**config.mk**
```make
export PLATFORM = sky130hd
export DESIGN_NAME = eth_commu
export DESIGN_NICKNAME = d
export VERILOG_FILES = /design/src/eth_ctrl_pkg.sv /design/src/eth_frame_pkg.sv /design/src/eth_commu.sv /design/src/eth_tx_framer.sv /design/src/mac_tx.sv /design/src/rx_cmd_decoder.sv /design/src/rx_frame_capture.sv
export VERILOG_INCLUDE_DIRS = /design/src
export SDC_FILE = /design/constraint.sdc
export NUM_CORES = 1
export LEC_CHECK = 0
export BUFFER_PORTS_ARGS = -buffer_cell sky130_fd_sc_hd__buf_2
export CAP_MARGIN = 20
export CORE_MARGIN = 8
export CORE_UTILIZATION = 45
export DETAILED_ROUTE_END_ITERATION = 10
export PLACE_DENSITY = 0.59
export SETUP_SLACK_MARGIN = 0.1
export SKIP_LAST_GASP = 1
export SYNTH_ARGS = -nofsm -noshare
export SYNTH_HDL_FRONTEND = slang
export SYNTH_SLANG_ARGS = --single-unit
```
**constraint.sdc**
```tcl
create_clock -name i_clk -period 7.6 [get_ports i_clk]
set_input_delay 0.38 -clock i_clk [delete_from_list [all_inputs] [get_ports i_clk]]
set_output_delay 0.38 -clock i_clk [all_outputs]
set_load 0.02 [all_outputs]
```
**src/eth_config.svh**
```systemverilog
`ifndef ETH_CONFIG_SVH
`define ETH_CONFIG_SVH

// fixed station addresses
`define ETH_LOCAL_MAC 48'h02_00_00_00_00_04
`define ETH_LOCAL_IP 32'hC0_A8_01_04
`define ETH_DEST_MAC 48'h02_00_00_00_00_05
`define ETH_DEST_IP 32'hC0_A8_01_05
`define ETH_UDP_PORT 16'hFEEF

// frame geometry in bytes
`define ETH_MIN_PAYLOAD 18
`define ETH_HDR_LEN 42
`define ETH_CMD_LEN 8
`define ETH_CAPTURE_LEN 50

`define ETH_IP_TTL 8'd128
`define ETH_LEN_W 11

// preamble is 7 x 0x55 then the sfd
`define ETH_PREAMBLE_LEN 7
`define ETH_PREAMBLE_BYTE 8'h55
`define ETH_SFD_BYTE 8'hD5

`endif

```
**src/eth_ctrl_pkg.sv**
```systemverilog
package eth_ctrl_pkg;

	typedef enum logic [1:0]
	{
		TX_IDLE,
		TX_SEND_UDP,
		TX_SEND_ARP,
		TX_WAIT_DONE
	} tx_state_e;

	typedef enum logic [1:0]
	{
		MAC_IDLE,
		MAC_PREAMBLE,
		MAC_DATA,
		MAC_FCS
	} mac_state_e;

	typedef enum logic [2:0]
	{
		CAP_IDLE,
		CAP_CHECK_FRONT,
		CAP_STORE,
		CAP_ERROR,
		CAP_DONE
	} cap_state_e;

	typedef enum logic [1:0]
	{
		DEC_IDLE,
		DEC_CLASSIFY,
		DEC_WAIT_FINISH
	} dec_state_e;

endpackage

```
**src/eth_frame_pkg.sv**
```systemverilog
`include "eth_config.svh"

package eth_frame_pkg;

	typedef logic [7:0] byte_t;
	typedef logic [47:0] mac_addr_t;
	typedef logic [31:0] ip_addr_t;
	typedef logic [`ETH_LEN_W-1:0] len_t;

	typedef enum logic [15:0]
	{
		ETYPE_IPV4 = 16'h0800,
		ETYPE_ARP  = 16'h0806
	} eth_type_e;

	typedef enum logic [15:0]
	{
		ARP_OP_REQUEST = 16'd1,
		ARP_OP_REPLY   = 16'd2
	} arp_op_e;

endpackage

```
**src/eth_commu.sv**
```systemverilog
`include "eth_config.svh"

module eth_commu
	import eth_frame_pkg::*;
(
	input  logic        i_clk,
	input  logic        i_rst_n,
	input  len_t        i_data_length,
	input  byte_t       i_cur_byte,
	input  logic        i_trig_send,
	output logic        o_feed_next_byte,
	output logic        o_send_over,
	output logic [15:0] o_cmd,
	output logic [31:0] o_param,
	output logic        o_cmd_come,
	input  logic        i_cmd_finish,
	output logic        o_eth_txen,
	output byte_t       o_eth_txd,
	input  logic        i_eth_rxdv,
	input  byte_t       i_eth_rxd
);
	logic mac_start;
	logic mac_take;
	logic mac_last;
	logic mac_done;
	byte_t mac_byte;
	logic arp_req;
	mac_addr_t arp_peer_mac;
	ip_addr_t arp_peer_ip;
	logic frame_done;
	byte_t [0:`ETH_CAPTURE_LEN-1] frame_bytes;

	eth_tx_framer eth_tx_framer_inst
	(
		.i_clk(i_clk),
		.i_rst_n(i_rst_n),
		.i_trig_send(i_trig_send),
		.i_data_length(i_data_length),
		.i_cur_byte(i_cur_byte),
		.i_arp_req(arp_req),
		.i_arp_peer_mac(arp_peer_mac),
		.i_arp_peer_ip(arp_peer_ip),
		.i_mac_take(mac_take),
		.i_mac_done(mac_done),
		.o_mac_start(mac_start),
		.o_mac_byte(mac_byte),
		.o_mac_last(mac_last),
		.o_feed_next_byte(o_feed_next_byte),
		.o_send_over(o_send_over)
	);

	mac_tx mac_tx_inst
	(
		.i_clk(i_clk),
		.i_rst_n(i_rst_n),
		.i_start(mac_start),
		.i_byte(mac_byte),
		.i_last(mac_last),
		.o_take(mac_take),
		.o_done(mac_done),
		.o_eth_txen(o_eth_txen),
		.o_eth_txd(o_eth_txd)
	);

	rx_frame_capture rx_frame_capture_inst
	(
		.i_clk(i_clk),
		.i_rst_n(i_rst_n),
		.i_eth_rxdv(i_eth_rxdv),
		.i_eth_rxd(i_eth_rxd),
		.o_frame_done(frame_done),
		.o_frame_bytes(frame_bytes)
	);

	rx_cmd_decoder rx_cmd_decoder_inst
	(
		.i_clk(i_clk),
		.i_rst_n(i_rst_n),
		.i_frame_done(frame_done),
		.i_frame_bytes(frame_bytes),
		.i_cmd_finish(i_cmd_finish),
		.o_cmd(o_cmd),
		.o_param(o_param),
		.o_cmd_come(o_cmd_come),
		.o_arp_req(arp_req),
		.o_arp_peer_mac(arp_peer_mac),
		.o_arp_peer_ip(arp_peer_ip)
	);

endmodule

```
**src/eth_tx_framer.sv**
```systemverilog
`include "eth_config.svh"

module eth_tx_framer
	import eth_frame_pkg::*;
	import eth_ctrl_pkg::*;
(
	input  logic      i_clk,
	input  logic      i_rst_n,
	input  logic      i_trig_send,
	input  len_t      i_data_length,
	input  byte_t     i_cur_byte,
	input  logic      i_arp_req,
	input  mac_addr_t i_arp_peer_mac,
	input  ip_addr_t  i_arp_peer_ip,
	input  logic      i_mac_take,
	input  logic      i_mac_done,
	output logic      o_mac_start,
	output byte_t     o_mac_byte,
	output logic      o_mac_last,
	output logic      o_feed_next_byte,
	output logic      o_send_over
);
	localparam int HDR_BITS = `ETH_HDR_LEN * 8;
	localparam logic [`ETH_LEN_W:0] HDR_LEN = `ETH_HDR_LEN;
	localparam byte_t IP_PROTO_UDP = 8'd17;
	localparam logic [15:0] IP_UDP_HDR_LEN = 16'd28;
	localparam logic [15:0] UDP_HDR_LEN = 16'd8;
	localparam ip_addr_t LOCAL_IP = `ETH_LOCAL_IP;
	localparam ip_addr_t DEST_IP = `ETH_DEST_IP;

	tx_state_e state;
	logic trig_d;
	logic send_pend;
	logic arp_pend;
	logic udp_frame;
	logic start_arp;
	logic start_udp;
	mac_addr_t peer_mac;
	ip_addr_t peer_ip;
	len_t data_len;
	len_t pad_len;
	len_t pad_len_w;
	logic [15:0] ip_total_len;
	logic [`ETH_LEN_W:0] idx;
	logic [`ETH_LEN_W:0] pay_idx;
	logic in_payload;
	logic [HDR_BITS-1:0] hdr_q;
	logic [HDR_BITS-1:0] hdr_shift;
	logic [HDR_BITS-1:0] udp_hdr;
	logic [HDR_BITS-1:0] arp_hdr;

	function automatic logic [15:0] ip_checksum(input logic [15:0] total_len);
		logic [31:0] sum;
		sum = 32'h0000_4500 + {16'h0, total_len} + {16'h0, `ETH_IP_TTL, IP_PROTO_UDP}
			+ {16'h0, LOCAL_IP[31:16]} + {16'h0, LOCAL_IP[15:0]}
			+ {16'h0, DEST_IP[31:16]} + {16'h0, DEST_IP[15:0]};
		sum = {16'h0, sum[15:0]} + {16'h0, sum[31:16]}; // fold carries
		sum = {16'h0, sum[15:0]} + {16'h0, sum[31:16]};
		return ~sum[15:0];
	endfunction

	assign start_arp = (state == TX_IDLE) && arp_pend; // arp reply goes first
	assign start_udp = (state == TX_IDLE) && !arp_pend && send_pend;

	assign pad_len_w = (i_data_length < len_t'(`ETH_MIN_PAYLOAD)) ?
		len_t'(`ETH_MIN_PAYLOAD) : i_data_length;
	assign ip_total_len = 16'(pad_len_w) + IP_UDP_HDR_LEN;

	// eth + ipv4 + udp, id/flags and udp checksum are zero
	assign udp_hdr = {`ETH_DEST_MAC, `ETH_LOCAL_MAC, ETYPE_IPV4,
		8'h45, 8'h00, ip_total_len, 16'h0000, 16'h0000,
		`ETH_IP_TTL, IP_PROTO_UDP, ip_checksum(ip_total_len), LOCAL_IP, DEST_IP,
		`ETH_UDP_PORT, `ETH_UDP_PORT, 16'(pad_len_w) + UDP_HDR_LEN, 16'h0000};

	assign arp_hdr = {peer_mac, `ETH_LOCAL_MAC, ETYPE_ARP,
		16'h0001, ETYPE_IPV4, 8'd6, 8'd4, ARP_OP_REPLY,
		`ETH_LOCAL_MAC, LOCAL_IP, peer_mac, peer_ip};

	assign in_payload = (idx >= HDR_LEN);
	assign pay_idx = idx - HDR_LEN;
	assign hdr_shift = hdr_q << {idx, 3'b000};

	assign o_feed_next_byte = (state == TX_SEND_UDP) && in_payload && (pay_idx < {1'b0, data_len});
	assign o_mac_byte = !in_payload ? hdr_shift[HDR_BITS-1 -: 8] :
		(o_feed_next_byte ? i_cur_byte : 8'h00);
	assign o_mac_last = (idx == HDR_LEN + {1'b0, pad_len} - 1'b1);

	always_ff @(posedge i_clk)
	begin
		if (i_arp_req)
		begin
			peer_mac <= i_arp_peer_mac;
			peer_ip <= i_arp_peer_ip;
		end
		if (start_arp)
		begin
			hdr_q <= arp_hdr;
			data_len <= '0;
			pad_len <= len_t'(`ETH_MIN_PAYLOAD); // 42 + 18 zeros gives the 60 byte arp frame
		end
		else if (start_udp)
		begin
			hdr_q <= udp_hdr;
			data_len <= i_data_length;
			pad_len <= pad_len_w;
		end
	end

	always_ff @(posedge i_clk or negedge i_rst_n)
	begin
		if (!i_rst_n)
		begin
			state <= TX_IDLE;
			trig_d <= 1'b0;
			send_pend <= 1'b0;
			arp_pend <= 1'b0;
			udp_frame <= 1'b0;
			idx <= '0;
			o_mac_start <= 1'b0;
			o_send_over <= 1'b0;
		end
		else
		begin
			trig_d <= i_trig_send;
			o_mac_start <= 1'b0;
			o_send_over <= 1'b0;
			case (state)
				TX_IDLE:
				begin
					idx <= '0;
					if (start_arp || start_udp)
					begin
						o_mac_start <= 1'b1;
						udp_frame <= start_udp;
						state <= start_arp ? TX_SEND_ARP : TX_SEND_UDP;
					end
					if (start_arp)
						arp_pend <= 1'b0;
					if (start_udp)
						send_pend <= 1'b0;
				end
				TX_SEND_UDP, TX_SEND_ARP:
				begin
					if (i_mac_take)
					begin
						idx <= idx + 1'b1;
						if (o_mac_last)
							state <= TX_WAIT_DONE;
					end
				end
				TX_WAIT_DONE:
				begin
					if (i_mac_done)
					begin
						state <= TX_IDLE;
						o_send_over <= udp_frame;
					end
				end
				default:
					state <= TX_IDLE;
			endcase
			// new requests win over the clear above
			if (i_trig_send && !trig_d)
				send_pend <= 1'b1;
			if (i_arp_req)
				arp_pend <= 1'b1;
		end
	end

endmodule

```
**src/mac_tx.sv**
```systemverilog
`include "eth_config.svh"

module mac_tx
	import eth_frame_pkg::*;
	import eth_ctrl_pkg::*;
(
	input  logic  i_clk,
	input  logic  i_rst_n,
	input  logic  i_start,
	input  byte_t i_byte,
	input  logic  i_last,
	output logic  o_take,
	output logic  o_done,
	output logic  o_eth_txen,
	output byte_t o_eth_txd
);
	localparam logic [2:0] SFD_POS = `ETH_PREAMBLE_LEN;

	mac_state_e state;
	logic [2:0] cnt;
	logic [31:0] crc;
	logic [31:0] fcs;

	// reflected crc-32, poly 0x04C11DB7
	function automatic logic [31:0] crc32_byte(input logic [31:0] crc_in, input byte_t data);
		logic [31:0] c;
		c = crc_in ^ {24'h0, data};
		for (int i = 0; i < 8; i++)
			c = c[0] ? ((c >> 1) ^ 32'hEDB88320) : (c >> 1);
		return c;
	endfunction

	assign fcs = ~crc;
	assign o_take = (state == MAC_DATA);
	assign o_eth_txen = (state != MAC_IDLE);

	always_comb
	begin
		case (state)
			MAC_PREAMBLE:
				o_eth_txd = (cnt == SFD_POS) ? `ETH_SFD_BYTE : `ETH_PREAMBLE_BYTE;
			MAC_DATA:
				o_eth_txd = i_byte;
			MAC_FCS:
				o_eth_txd = fcs[{cnt[1:0], 3'b000} +: 8]; // lsb first
			default:
				o_eth_txd = 8'h00;
		endcase
	end

	always_ff @(posedge i_clk or negedge i_rst_n)
	begin
		if (!i_rst_n)
		begin
			state <= MAC_IDLE;
			cnt <= '0;
			crc <= '1;
			o_done <= 1'b0;
		end
		else
		begin
			o_done <= 1'b0;
			case (state)
				MAC_IDLE:
				begin
					if (i_start)
					begin
						state <= MAC_PREAMBLE;
						cnt <= '0;
						crc <= '1;
					end
				end
				MAC_PREAMBLE:
				begin
					cnt <= cnt + 1'b1; // wraps to 0 after the sfd
					if (cnt == SFD_POS)
						state <= MAC_DATA;
				end
				MAC_DATA:
				begin
					crc <= crc32_byte(crc, i_byte);
					if (i_last)
					begin
						state <= MAC_FCS;
						cnt <= '0;
					end
				end
				MAC_FCS:
				begin
					cnt <= cnt + 1'b1;
					if (cnt == 3'd3)
					begin
						state <= MAC_IDLE;
						o_done <= 1'b1;
					end
				end
				default:
					state <= MAC_IDLE;
			endcase
		end
	end

endmodule

```
**src/rx_cmd_decoder.sv**
```systemverilog
`include "eth_config.svh"

module rx_cmd_decoder
	import eth_frame_pkg::*;
	import eth_ctrl_pkg::*;
(
	input  logic        i_clk,
	input  logic        i_rst_n,
	input  logic        i_frame_done,
	input  byte_t [0:`ETH_CAPTURE_LEN-1] i_frame_bytes,
	input  logic        i_cmd_finish,
	output logic [15:0] o_cmd,
	output logic [31:0] o_param,
	output logic        o_cmd_come,
	output logic        o_arp_req,
	output mac_addr_t   o_arp_peer_mac,
	output ip_addr_t    o_arp_peer_ip
);
	localparam int ETYPE_OFF = 12;
	localparam int ARP_OP_OFF = 20;
	localparam int ARP_SHA_OFF = 22;
	localparam int ARP_SPA_OFF = 28;
	localparam int ARP_TPA_OFF = 38;
	localparam int CMD_OFF = `ETH_HDR_LEN;
	localparam int PARAM_OFF = `ETH_HDR_LEN + `ETH_CMD_LEN - 4;

	dec_state_e state;
	mac_addr_t dst_mac;
	logic [15:0] eth_type;
	logic [15:0] arp_op;
	ip_addr_t arp_tpa;
	logic [15:0] cmd_word;
	logic [15:0] cmd_check;
	logic mac_ok;
	logic is_arp;
	logic is_cmd;
	logic cmd_busy;

	assign dst_mac = i_frame_bytes[0:5];
	assign eth_type = i_frame_bytes[ETYPE_OFF:ETYPE_OFF+1];
	assign arp_op = i_frame_bytes[ARP_OP_OFF:ARP_OP_OFF+1];
	assign arp_tpa = i_frame_bytes[ARP_TPA_OFF:ARP_TPA_OFF+3];
	assign cmd_word = i_frame_bytes[CMD_OFF:CMD_OFF+1];
	assign cmd_check = i_frame_bytes[CMD_OFF+2:CMD_OFF+3];

	assign mac_ok = (dst_mac == `ETH_LOCAL_MAC) || (&dst_mac); // own or broadcast
	assign is_arp = mac_ok && (eth_type == ETYPE_ARP) && (arp_op == ARP_OP_REQUEST)
		&& (arp_tpa == `ETH_LOCAL_IP);
	assign is_cmd = mac_ok && (eth_type == ETYPE_IPV4) && (cmd_word == ~cmd_check);
	assign cmd_busy = o_cmd_come && !i_cmd_finish;

	always_ff @(posedge i_clk)
	begin
		if (state == DEC_CLASSIFY && is_arp)
		begin
			o_arp_peer_mac <= i_frame_bytes[ARP_SHA_OFF:ARP_SHA_OFF+5];
			o_arp_peer_ip <= i_frame_bytes[ARP_SPA_OFF:ARP_SPA_OFF+3];
		end
	end

	always_ff @(posedge i_clk or negedge i_rst_n)
	begin
		if (!i_rst_n)
		begin
			state <= DEC_IDLE;
			o_cmd <= '0;
			o_param <= '0;
			o_cmd_come <= 1'b0;
			o_arp_req <= 1'b0;
		end
		else
		begin
			o_arp_req <= 1'b0;
			if (o_cmd_come && i_cmd_finish)
				o_cmd_come <= 1'b0;
			case (state)
				DEC_IDLE, DEC_WAIT_FINISH:
				begin
					if (i_frame_done)
						state <= DEC_CLASSIFY;
					else if (!cmd_busy)
						state <= DEC_IDLE;
				end
				DEC_CLASSIFY:
				begin
					state <= cmd_busy ? DEC_WAIT_FINISH : DEC_IDLE;
					if (is_arp)
						o_arp_req <= 1'b1;
					else if (is_cmd && !o_cmd_come) // busy means the frame is dropped
					begin
						o_cmd <= cmd_word;
						o_param <= i_frame_bytes[PARAM_OFF:PARAM_OFF+3];
						o_cmd_come <= 1'b1;
						state <= DEC_WAIT_FINISH;
					end
				end
				default:
					state <= DEC_IDLE;
			endcase
		end
	end

endmodule

```
**src/rx_frame_capture.sv**
```systemverilog
`include "eth_config.svh"

module rx_frame_capture
	import eth_frame_pkg::*;
	import eth_ctrl_pkg::*;
(
	input  logic  i_clk,
	input  logic  i_rst_n,
	input  logic  i_eth_rxdv,
	input  byte_t i_eth_rxd,
	output logic  o_frame_done,
	output byte_t [0:`ETH_CAPTURE_LEN-1] o_frame_bytes
);
	localparam logic [5:0] CAP_LEN = `ETH_CAPTURE_LEN;
	localparam logic [2:0] SFD_POS = `ETH_PREAMBLE_LEN;

	cap_state_e state;
	logic [2:0] front_cnt;
	logic [5:0] wr_idx;
	logic front_ok;

	assign front_ok = (front_cnt == SFD_POS) ? (i_eth_rxd == `ETH_SFD_BYTE) :
		(i_eth_rxd == `ETH_PREAMBLE_BYTE);
	assign o_frame_done = (state == CAP_DONE);

	// bytes past the capture length are dropped
	always_ff @(posedge i_clk)
	begin
		if (state == CAP_STORE && i_eth_rxdv && wr_idx != CAP_LEN)
			o_frame_bytes[wr_idx] <= i_eth_rxd;
	end

	always_ff @(posedge i_clk or negedge i_rst_n)
	begin
		if (!i_rst_n)
		begin
			state <= CAP_IDLE;
			front_cnt <= '0;
			wr_idx <= '0;
		end
		else
		begin
			front_cnt <= '0;
			case (state)
				CAP_IDLE:
				begin
					if (i_eth_rxdv)
					begin
						front_cnt <= 3'd1;
						state <= front_ok ? CAP_CHECK_FRONT : CAP_ERROR;
					end
				end
				CAP_CHECK_FRONT:
				begin
					if (!i_eth_rxdv)
						state <= CAP_IDLE;
					else if (!front_ok)
						state <= CAP_ERROR;
					else if (front_cnt == SFD_POS)
					begin
						state <= CAP_STORE;
						wr_idx <= '0;
					end
					else
						front_cnt <= front_cnt + 1'b1;
				end
				CAP_STORE:
				begin
					if (!i_eth_rxdv)
						state <= CAP_DONE;
					else if (wr_idx != CAP_LEN)
						wr_idx <= wr_idx + 1'b1;
				end
				CAP_ERROR:
				begin
					if (!i_eth_rxdv)
						state <= CAP_IDLE;
				end
				default:
					state <= CAP_IDLE; // done lasts one cycle
			endcase
		end
	end

endmodule

```
# After elaboration in Yosys (flattened, before gate mapping)
# Index checks and enable logic that the tools add are counted.
[totals]
register_bits = 898
output_inout_bits = 60
elab_cells = 290
[op_classes]
n_addsub = 17
order_cmp = 5
eq_ne = 43
n_shift = 2
n_mux = 79
n_bitwise = 14
reduce_logical = 52
[ops]
columns = ["cell", "count"]
rows = [
  ["336-bit two-way mux", 2],
  ["400-bit bitwise mux", 1],
  ["336-bit by 15-bit left shift with 336-bit output", 1],
  ["32-bit two-way mux", 9],
  ["13-bit NOT with 14-bit output", 8],
  ["32-bit by 16-bit adder with 32-bit output (second input constant)", 3],
  ["32-bit by 9-bit adder with 32-bit output (second input constant)", 2],
  ["32-bit case mux with 2 select lines", 1],
  ["8-bit demux with 6-bit select", 1],
  ["48-bit by 42-bit == test with 1-bit output (second input constant)", 1],
  ["48-bit AND reduction", 1],
  ["3-bit two-way mux", 11],
  ["16-bit by 12-bit == test with 1-bit output (second input constant)", 2],
  ["32-bit == test (second input constant)", 1],
  ["8-bit two-way mux", 4],
  ["16-bit NOT", 2],
  ["32-bit NOT", 1],
  ["32-bit by 6-bit variable part select with 8-bit output", 1],
  ["32-bit by 8-bit XOR with 32-bit output", 1],
  ["6-bit two-way mux", 5],
  ["2-bit two-way mux", 14],
  ["12-bit case mux with 2 select lines", 1],
  ["8-bit case mux with 3 select lines", 1],
  ["1-bit two-way mux", 20],
  ["53 further kinds", 118],
]

# Longest topological paths before layout
# Gate-level depths: netlist (run 1).
[logic_depth]
word_depth = 23
mapped_depth = 21

# By module
# A second synthesis (run 1) with hierarchy kept.
[unflattened]
cells_unflattened = 2140
hier_area_um2 = 33492.1
[modules_own_cells]
columns = ["mod", "instances", "cells_each", "area_each_um2", "seq_area_each_um2"]
rows = [
  ["rx_frame_capture", 1, 545, 13047.5, 12311.8],
  ["eth_tx_framer", 1, 1092, 12515.8, 7166.9],
  ["rx_cmd_decoder", 1, 272, 5167.5, 3703.6],
  ["mac_tx", 1, 231, 2761.4, 991.0],
]

# Worst setup path before layout (run 1)
# Ideal clock, no wire load.
[synth_path]
path_type = "register -> register"
from = "register eth_tx_framer_inst.idx[2]"
to = "register mac_tx_inst.crc[22]"
arrival_time_ns = 4.827
required_time_ns = 7.527
path_slack_ns = 2.700
stages_incl_launch_ff = 21
path_buffers = 2
synth_period_minus_slack_ns = 4.900
path_cell_list = "dfrtp_1 clkbuf_1 clkinv_1 buf_1 ha_1 nor2b_1 o21a_1 nor2_1 nand2_1 xnor2_1 ha_1 a211oi_1 o21ai_0 a21oi_1 nor2_1 nor2_1 a221oi_4 xnor2_4 xnor3_1 xnor3_1 a21oi_1"
[synth_between]
elab_chain_cells = 19
elab_cells_between_ends = 23
classes_between = "add/sub (1); order compare (2); shift (1); mux (11); bitwise (6); reduce/logical (2)"
[synth_lines]
columns = ["item", "line_no", "rtl"]
rows = [
  ["start, declared", "eth_tx_framer.sv:44", "logic [`ETH_LEN_W:0] idx;"],
  ["start signal, assigned", "eth_tx_framer.sv:146", "idx <= idx + 1'b1;"],
  ["12-bit by 6-bit subtractor with 12-bit output / 12-bit by 6-bit greater-or-equal comparator with 1-bit output (equally long branches)", "eth_tx_framer.sv:80, eth_tx_framer.sv:79", ""],
  ["12-bit by 11-bit less-than comparator with 1-bit output / 1-bit logical AND (equally long branches)", "eth_tx_framer.sv:83", "assign o_feed_next_byte = (state == TX_SEND_UDP) && in_payload && (pay_idx < {1'b0, data_len});"],
  ["1-bit logical AND *", "eth_tx_framer.sv:83", ""],
  ["named net o_feed_next_byte", "eth_commu.sv:11", "output logic o_feed_next_byte,"],
  ["8-bit two-way mux *", "eth_tx_framer.sv:85", "(o_feed_next_byte ? i_cur_byte : 8'h00);"],
  ["8-bit two-way mux *", "eth_tx_framer.sv:84", "assign o_mac_byte = !in_payload ? hdr_shift[HDR_BITS-1 -: 8] :"],
  ["32-bit by 8-bit XOR with 32-bit output *", "mac_tx.sv:27", "c = crc_in ^ {24'h0, data};"],
  ["32-bit two-way mux * (2 in series)", "mac_tx.sv:29", "c = c[0] ? ((c >> 1) ^ 32'hEDB88320) : (c >> 1);"],
  ["13-bit NOT with 14-bit output (no line)", "--", ""],
  ["32-bit two-way mux *", "mac_tx.sv:29", ""],
  ["13-bit NOT with 14-bit output (no line)", "--", ""],
  ["32-bit two-way mux * (2 in series)", "mac_tx.sv:29", ""],
  ["13-bit NOT with 14-bit output (no line)", "--", ""],
  ["32-bit two-way mux *", "mac_tx.sv:29", ""],
  ["13-bit NOT with 14-bit output (no line)", "--", ""],
  ["32-bit two-way mux * (2 in series)", "mac_tx.sv:29", ""],
  ["32-bit case mux with 2 select lines *", "mac_tx.sv:63", "case (state)"],
  ["end signal, assigned", "mac_tx.sv:81", "crc <= crc32_byte(crc, i_byte);"],
  ["end, declared", "mac_tx.sv:21", "logic [31:0] crc;"],
]
# Mark *: on every way through the listed nets, which the timed path passes. The rest lies on a longest branch.
# A chain may end at the register's enable or synchronous reset.

# Worst setup path after layout (run 1)
[layout_path]
from = "register eth_tx_framer_inst.idx[3]"
to = "register mac_tx_inst.crc[23]"
[layout_between]
elab_chain_cells = 20
elab_cells_between_ends = 24
classes_between = "add/sub (1); order compare (2); shift (1); mux (11); bitwise (7); reduce/logical (2)"
[layout_lines]
columns = ["item", "line_no"]
rows = [
  ["12-bit by 6-bit subtractor with 12-bit output / 12-bit by 6-bit greater-or-equal comparator with 1-bit output (equally long branches)", "eth_tx_framer.sv:80, eth_tx_framer.sv:79"],
  ["12-bit by 11-bit less-than comparator with 1-bit output / 1-bit logical AND (equally long branches)", "eth_tx_framer.sv:83"],
  ["1-bit logical AND", "eth_tx_framer.sv:83"],
  ["8-bit two-way mux", "eth_tx_framer.sv:85"],
  ["8-bit two-way mux *", "eth_tx_framer.sv:84"],
  ["32-bit by 8-bit XOR with 32-bit output *", "mac_tx.sv:27"],
  ["32-bit two-way mux *", "mac_tx.sv:29"],
  ["13-bit NOT with 14-bit output (no line)", "--"],
  ["[... 3 more ...]", "--"],
  ["32-bit two-way mux *", "mac_tx.sv:29"],
  ["13-bit NOT with 14-bit output (no line)", "--"],
  ["32-bit two-way mux * (2 in series)", "mac_tx.sv:29"],
  ["13-bit NOT with 14-bit output (no line)", "--"],
  ["32-bit two-way mux *", "mac_tx.sv:29"],
  ["13-bit NOT with 14-bit output (no line)", "--"],
  ["32-bit two-way mux *", "mac_tx.sv:29"],
  ["32-bit case mux with 2 select lines *", "mac_tx.sv:63"],
]
# Mark *: on every way between the ends. The rest lies on a longest branch, timed or not.

==> results of run 1 <==
## final cells by class
class	instances	area, µm²
clock buffers	93	1970
clock inverters	44	577
fillers	5268	30400
repair buffers	123	723
inverters	50	190
flip-flops and latches	698	19900
well taps	846	1060
multi-input cells	1142	8120
## worst register-to-register path: stages (launching register included)
cell      delay [ns]
dfrtp_1         0.93
nor2b_1         0.26
o21a_1          0.20
nor2_1          0.08
nand2_1         0.13
xnor2_1         0.07
ha_1            0.32
a211oi_1        0.23
o21ai_0         0.11
a21oi_1         0.15
nor2_1          0.09
o311ai_1        0.58
xor2_2          0.24
xnor2_1         0.46
xnor3_2         0.60
xnor2_1         0.33
xnor2_1         0.16
a21oi_1         0.08
## layout by cell type, fill, tap and decap left out, drive strengths merged, types with 12 or more instances in the layout
| cell | Yosys | final |
|---|---|---|
| a21oi | 57 | 57 |
| and3 | 82 | 82 |
| buf | 25 | 118 |
| clkbuf | 71 | 93 |
| clkinv | 4 | 30 |
| dfrtp | 90 | 90 |
| dfstp | 32 | 32 |
| dfxtp | 50 | 50 |
| edfxtp | 526 | 526 |
| ha | 38 | 38 |
| inv | 46 | 52 |
| mux2 | 54 | 54 |
| mux2i | 39 | 39 |
| mux4 | 24 | 24 |
| nand2 | 123 | 123 |
| nand2b | 39 | 39 |
| nand3 | 41 | 41 |
| nand4 | 35 | 35 |
| nor2 | 141 | 141 |
| nor2b | 16 | 16 |
| nor3 | 19 | 19 |
| nor4 | 30 | 30 |
| o21ai | 94 | 94 |
| o31ai | 12 | 12 |
| xnor2 | 86 | 86 |
| xor2 | 50 | 50 |
## state kept, by name (all words and copies together), names as in the netlist, 2 cells and up
name                                 count
eth_tx_framer_inst.peer_mac             48
rx_frame_capture_inst.front_cnt          3
rx_frame_capture_inst.wr_idx             6
rx_cmd_decoder_inst.o_param             32
rx_frame_capture_inst.state              3
eth_tx_framer_inst.peer_ip              32
eth_tx_framer_inst.state                 2
mac_tx_inst.cnt                          3
rx_frame_capture_inst.o_frame_bytes    256
rx_cmd_decoder_inst.state                2
eth_tx_framer_inst.idx                  12
eth_tx_framer_inst.data_len             11
eth_tx_framer_inst.hdr_q               138
rx_cmd_decoder_inst.o_arp_peer_mac      48
rx_cmd_decoder_inst.o_cmd               16
eth_tx_framer_inst.pad_len              11
rx_cmd_decoder_inst.o_arp_peer_ip       32
mac_tx_inst.state                        2
mac_tx_inst.crc                         32
## stage by stage
| step | cells | hold slack, ns | area, µm² |
|---|---|---|---|
| after floorplan | 1986 | 0.0844 | 28600 |
| after global placement | 2853 | 0.402 | 29900 |
| after detailed placement | 2853 | 0.405 | 29900 |
| after CTS | 2995 | 0.0212 | 32500 |
| after global routing | 2996 | 0.0430 | 32500 |
| final | 2996 | 0.0547 | 32500 |
## power breakdown
group	total (µW)	internal, µW	switching, µW
registers	5000	4640	358
clock network	3720	2210	1500
logic	4950	2190	2750
total	13700	9050	4610
## routing by layer
layer | GRT usage (%) | up-vias | wire, µm
met5 | 0 | - | 0
met4 | 5.41 | 0 | 1640
met2 | 30.2 | 375 | 31500
met1 | 23.8 | 8083 | 27900
li1 | - | 7605 | -
met3 | 2.92 | 114 | 2600
## what timing repair did
item                       in CTS  in global routing
setup endpoints to repair       0                  0
hold endpoints to repair       40                  0
hold buffers                    5                  0
## kinds of logic after synthesis
group | count (synthesis) | share of synthesized area (%)
buffers and inverters | 146 | 2.01
adder cells (fa/ha/maj) | 38 | 1.66
multiplexers | 117 | 5.39
AO/OA/AOI/OAI | 275 | 6.25
flip-flops | 698 | 69.6
AND/OR/NAND/NOR | 572 | 10.2
XOR/XNOR | 140 | 4.86
## final timing paths
path	slack, ns	end	depth (start not counted)	start
worst max register to register	2.45	mac_tx_inst.crc[23]	17	eth_tx_framer_inst.idx[3]
worst min-delay path	0.05	eth_tx_framer_inst.data_len[0]	2	i_data_length[0]
max in group asynchronous	5.60	rx_cmd_decoder_inst.o_arp_req	4	i_rst_n
worst max-delay path	2.45	mac_tx_inst.crc[23]	17	eth_tx_framer_inst.idx[3]
worst min register to register	0.41	eth_tx_framer_inst.peer_ip[6]	0	rx_cmd_decoder_inst.o_arp_peer_ip[6]
min in group asynchronous	0.35	eth_tx_framer_inst.idx[11]	2	i_rst_n
==> results.toml, run 1 <==
[synthesis]
yosys.area.top_type = "edfxtp_1"
yosysMostFrequentCell = "edfxtp_1"
synth_edf_count = 526
synth_area_leaders = "edfxtp_1 (55%), dfrtp_1 (7.9%), dfxtp_1 (3.5%)"
ys.warnings.count = 0
syn_area_um2 = 28600
ys_seq_area_share_pct = 69.6
synth_cell_types = 86
synthArstFlopShare_pct = 17.5
synth_common_cells = "edfxtp_1 (526), nor2_1 (141), nand2_1 (123)"
yosys_most_used_dff = "edfxtp_1"
syn_inst = 1986
syn_area_per_cell_um2 = 14.4
syn_nets = 2056
synth_top_area_share_pct = 55.3
ys_seq_elements = 698

[clocking]
cts.sinks = 698
cts_tree = "done"
cts_buffers = 74
cts_setup_buffers = 0
cts_root_buffer = "clkbuf_16"
path_clk_slew_ns = 0.06
cts-htree-levels = 3
clock_insertion_delay_worst_skew_ns = 0.62
clk_path_buf_depth = 3
ctsResizeCount = 0

[setup_path]
crit_fanout = 23
end_kind = "register"
critical_path.startpoint_type = "register"
path_buf_inv = 0
max_stage_delay_ns = 0.93
arrival_ns = 5.63
cpMostUsedCell = "xnor2_1"
crit_chain = "nor2b_1 -> o21a_1 -> nor2_1 -> nand2_1 -> xnor2_1 -> ha_1 -> a211oi_1 -> o21ai_0 -> a21oi_1 -> nor2_1 -> o311ai_1 -> xor2_2 -> xnor2_1 -> xnor3_2 -> xnor2_1 -> xnor2_1 -> a21oi_1"
path_class = "register to register"
path_delay_family = "XOR/XNOR gates"
required_ns = 8.08
cp_slowest_cell = "dfrtp_1"

[timing]
skew_ns = 0.0315
period_share_pct = 67.8
max_freq_ghz = 0.194
fin_crit_ns = 5.15
setup_viol = 0
relSlewSlack_pct = 34.5
tns_ns = 0
grt_setup_unrepaired = "false"
max_slew.worst_pin.slew_ns = 0.982
finalMaxSlewViolations = 0
postLayoutSetupSlackWorst_ns = 2.45
hold_viol_final = 0

[die]
die_w_um = 268
core_area_um2 = 63000
initial_core_util_pct = 45.4
die_h_um = 268
row_count = 92
ioPinCount = 92
die_area_um2 = 71800

[run_status]
status = "complete, no violations"

[grt]
grt_max_degree = 84
track_usage_pct = 17.9
grt_pass1_wl_mm = 99.9
grt_pass1_vias = 16700
globalRouteOverflowTotal = 0
antenna_found_initial = 0

[routing]
routedWlPerCell_um = 21.3
viasPerCell = 5.40
drc = 0
wirelength_mm = 63.7
firstDrtPassIters = 5
antenna_left = 0
drt_first_iter_violations = 1248
vias = 16200

[layout]
diodes = 0
layout-drive-gt1-share_pct = 17.1
layout.nets = 2159
synthToLayoutAreaGrowth_pct = 13.9
fin_util_pct = 51.7

[power]
ir_worst_vdd_mv = 0.549
power_density_nw_per_um2 = 420
p_leak_uw = 0.0122
total_power_uw = 13700

[placement]
numPortBuffers = 91
routabilityCongestion = 0.861
hpwl_mm = 41.5
dp_slack_ns = 2.46

[flow_run]
cap_violations = 0

[hold_path]
hold_path_class = "input port to register"
Power figures use the tool's default switching activity.
==> run 2, diff against run 1 <==
--- a/config.mk
+++ b/config.mk
@@ -11,7 +11,7 @@
 export CORE_MARGIN = 8
 export CORE_UTILIZATION = 45
 export DETAILED_ROUTE_END_ITERATION = 10
-export PLACE_DENSITY = 0.59
+export PLACE_DENSITY = 0.61
 export SETUP_SLACK_MARGIN = 0.1
 export SKIP_LAST_GASP = 1
 export SYNTH_ARGS = -nofsm -noshare
==> constraint.sdc (replaced) <==
create_clock -name i_clk -period 4.2 [get_ports i_clk]
set_input_delay 0.21 -clock i_clk [delete_from_list [all_inputs] [get_ports i_clk]]
set_output_delay 0.21 -clock i_clk [all_outputs]
set_load 0.02 [all_outputs]
==> run 2 against run 1 <==
Setup slack got worse by 2.2 ns. Via count rose by 1.4%. Power rose by 88%. Wire length rose by 1.1%. Hold slack improved by 0.029 ns. Largest cell class unchanged. Sequential power rose by 80%. Cell count rose by 1.7%. Highest routed layer unchanged. Critical path depth fell by 6. First-iteration DRC count fell by 8.0%.
==> results.toml, run 2 (synthesis results as in run 1) <==
[layout]
layout.cells.most_common = "edfxtp_1"
final_cell_mix = "edfxtp_1 (526), nor2_1 (137), nand2_1 (123)"
largest_reg_flops = 256
diodes = 0
layout.nets = 2216
regMostFlops = "rx_frame_capture_inst.o_frame_bytes"
top_regs = "rx_frame_capture_inst.o_frame_bytes x256, eth_tx_framer_inst.hdr_q x138"
fin_cells = 3047
layout-drive-gt1-share_pct = 20.0
synthToLayoutAreaGrowth_pct = 16.0
final_area_um2 = 33100

[timing]
max_slew.worst_pin.slew_ns = 1.03
finalMaxSlewViolations = 0
max_freq_ghz = 0.251
setup_viol = 0
period_share_pct = 94.9
skew_ns = 0.0197
hold_viol_final = 0
relSlewSlack_pct = 31.4
tns_ns = 0
postLayoutSetupSlackWorst_ns = 0.214
fin_crit_ns = 3.99
grt_setup_unrepaired = "true"

[setup_path]
end_kind = "register"
critical_path_cell_count = 11
crit_fanout = 8
path_delay_family = "simple AND/OR/NAND/NOR gates"
required_ns = 4.73
arrival_ns = 4.52
max_stage_delay_ns = 0.70
path_buf_inv = 0
timing.rr.start = "eth_tx_framer_inst.idx[11]"
crit_chain = "or4_4 -> or3_1 -> or4_1 -> a2bb2oi_1 -> o211ai_2 -> xor2_4 -> xnor2_2 -> xnor3_2 -> xor2_2 -> xnor2_1 -> a21oi_1"
ff2ff_path_depth = 11
reg2reg_to = "mac_tx_inst.crc[19]"
path_class = "register to register"
cp_slowest_cell = "or4_1"
rrSetupSlack_ns = 0.21
critical_path.startpoint_type = "register"

[clocking]
cts_tree = "done"
cts_buffers = 73
clock_insertion_delay_worst_skew_ns = 0.62
path_clk_slew_ns = 0.06
clk_path_buf_depth = 3
cts.sinks = 698
cts_root_buffer = "clkbuf_16"
cts-htree-levels = 3

[placement]
place_inst = 2892
dp_slack_ns = 0.130
routabilityCongestion = 0.884
numPortBuffers = 91
hpwl_mm = 42.4
postPlaceCellArea_um2 = 30300

[routing]
vias = 16400
drt_first_iter_violations = 1148
viasPerCell = 5.38
firstDrtPassIters = 5
routedWlPerCell_um = 21.1
drc = 0
antenna_left = 0
wirelength_mm = 64.4

[die]
initial_core_util_pct = 45.4
core_area_um2 = 63000
die_h_um = 268
die_w_um = 268
ioPinCount = 92
die_area_um2 = 71800
row_count = 92

[grt]
grt_pass1_wl_mm = 99.9
grt_use_met3_pct = 3.52
grt_pass1_vias = 17200
met1_usage_pct = 22.9
globalRouteOverflowTotal = 0
use_met2_pct = 30.7
antenna_found_initial = 1
track_usage_pct = 18.0
busiest_layer = "met2"
grt_max_degree = 82

[flow_run]
cap_violations = 0

[hold_path]
min-delay-start = "i_data_length[10]"
hold_end = "eth_tx_framer_inst.pad_len[10]"
min_path_cells = 3
hold_path_class = "input port to register"

[power]
p_leak_uw = 0.0125
power_density_nw_per_um2 = 775
total_power_uw = 25700
ir_worst_vdd_mv = 1.00

[run_status]
status = "complete, no violations"
run 2: changes by cell type in the layout (fill, tap and decap cells not counted), moves of 4 or more:
| cell | delta |
|---|---|
| buf_6 | +5 |
| xnor2_2 | +5 |
| xnor2_1 | -5 |
| clkbuf_1 | +5 |
| buf_12 | +5 |
| dlygate4sd3_1 | +9 |
| bufinv_16 | -4 |
| buf_4 | +42 |
| clkinv_1 | -10 |
run 2: how the worst max path moves through the flow:
| stage | startpoint | end | slack, ns |
|---|---|---|---|
| after floorplan | eth_tx_framer_inst.idx[2] | mac_tx_inst.crc[22] | 0.10 |
| after global placement | eth_tx_framer_inst.idx[2] | mac_tx_inst.crc[20] | 0.17 |
| after detailed placement | eth_tx_framer_inst.idx[2] | mac_tx_inst.crc[20] | 0.13 |
| after CTS | eth_tx_framer_inst.idx[2] | mac_tx_inst.crc[19] | 0.1 |
| after global routing | eth_tx_framer_inst.idx[2] | mac_tx_inst.crc[20] | 0.003 |
| final | eth_tx_framer_inst.idx[11] | mac_tx_inst.crc[19] | 0.21 |
run 2: layout make-up:
cell class / instances / area (µm²)
Fill cell: 5212 / 29800
Timing Repair Buffer: 181 / 1270
Multi-Input combinational cell: 1142 / 8320
Tap cell: 846 / 1060
Clock buffer: 96 / 1970
Clock inverter: 34 / 425
Sequential cell: 698 / 19900
Inverter: 50 / 198
run 2: metal layers:
layer / vias up / part of all wire, %
met4: 0 / 3.1
met2: 412 / 49
met1: 8144 / 43
li1: 7713 / -
met5: - / 0
met3: 127 / 4.6
run 2: stage by stage:
step | hold slack [ns] | utilization, %
finish | 0.0841 | 52.6
global route | 0.111 | 52.6
CTS | 0.0616 | 52.2
detailed placement | 0.348 | 48.2
global placement | 0.337 | 48.2
floorplan | -0.0856 | -
run 2: worst register-to-register path, delay by kind of cell, from the launching register on:
family | cells | cell delay, ns
and+or+nand+nor | 3 | 1.76
xor gates and xnor gates | 5 | 1.23
AOI/OAI and AO/OA | 3 | 0.56
DFF | 1 | 0.38
run 2: report_power, final:
| group | internal [µW] | leakage (µW) | switching, µW |
|---|---|---|---|
| sequential | 8390 | 0.00681 | 589 |
| combinational | 4930 | 0.00455 | 5420 |
| clock | 3710 | 0.00115 | 2640 |
| total | 17000 | 0.0125 | 8650 |
run 2: timing repair:
action / 4_1_cts / 5_1_grt
pin swaps: 0 / 19
hold buffers: 14 / 0
setup endpoints to repair: 1 / 27
endpoints found under the hold margin: 67 / 0
buffers inserted: 0 / 11
resized for setup: 1 / 37
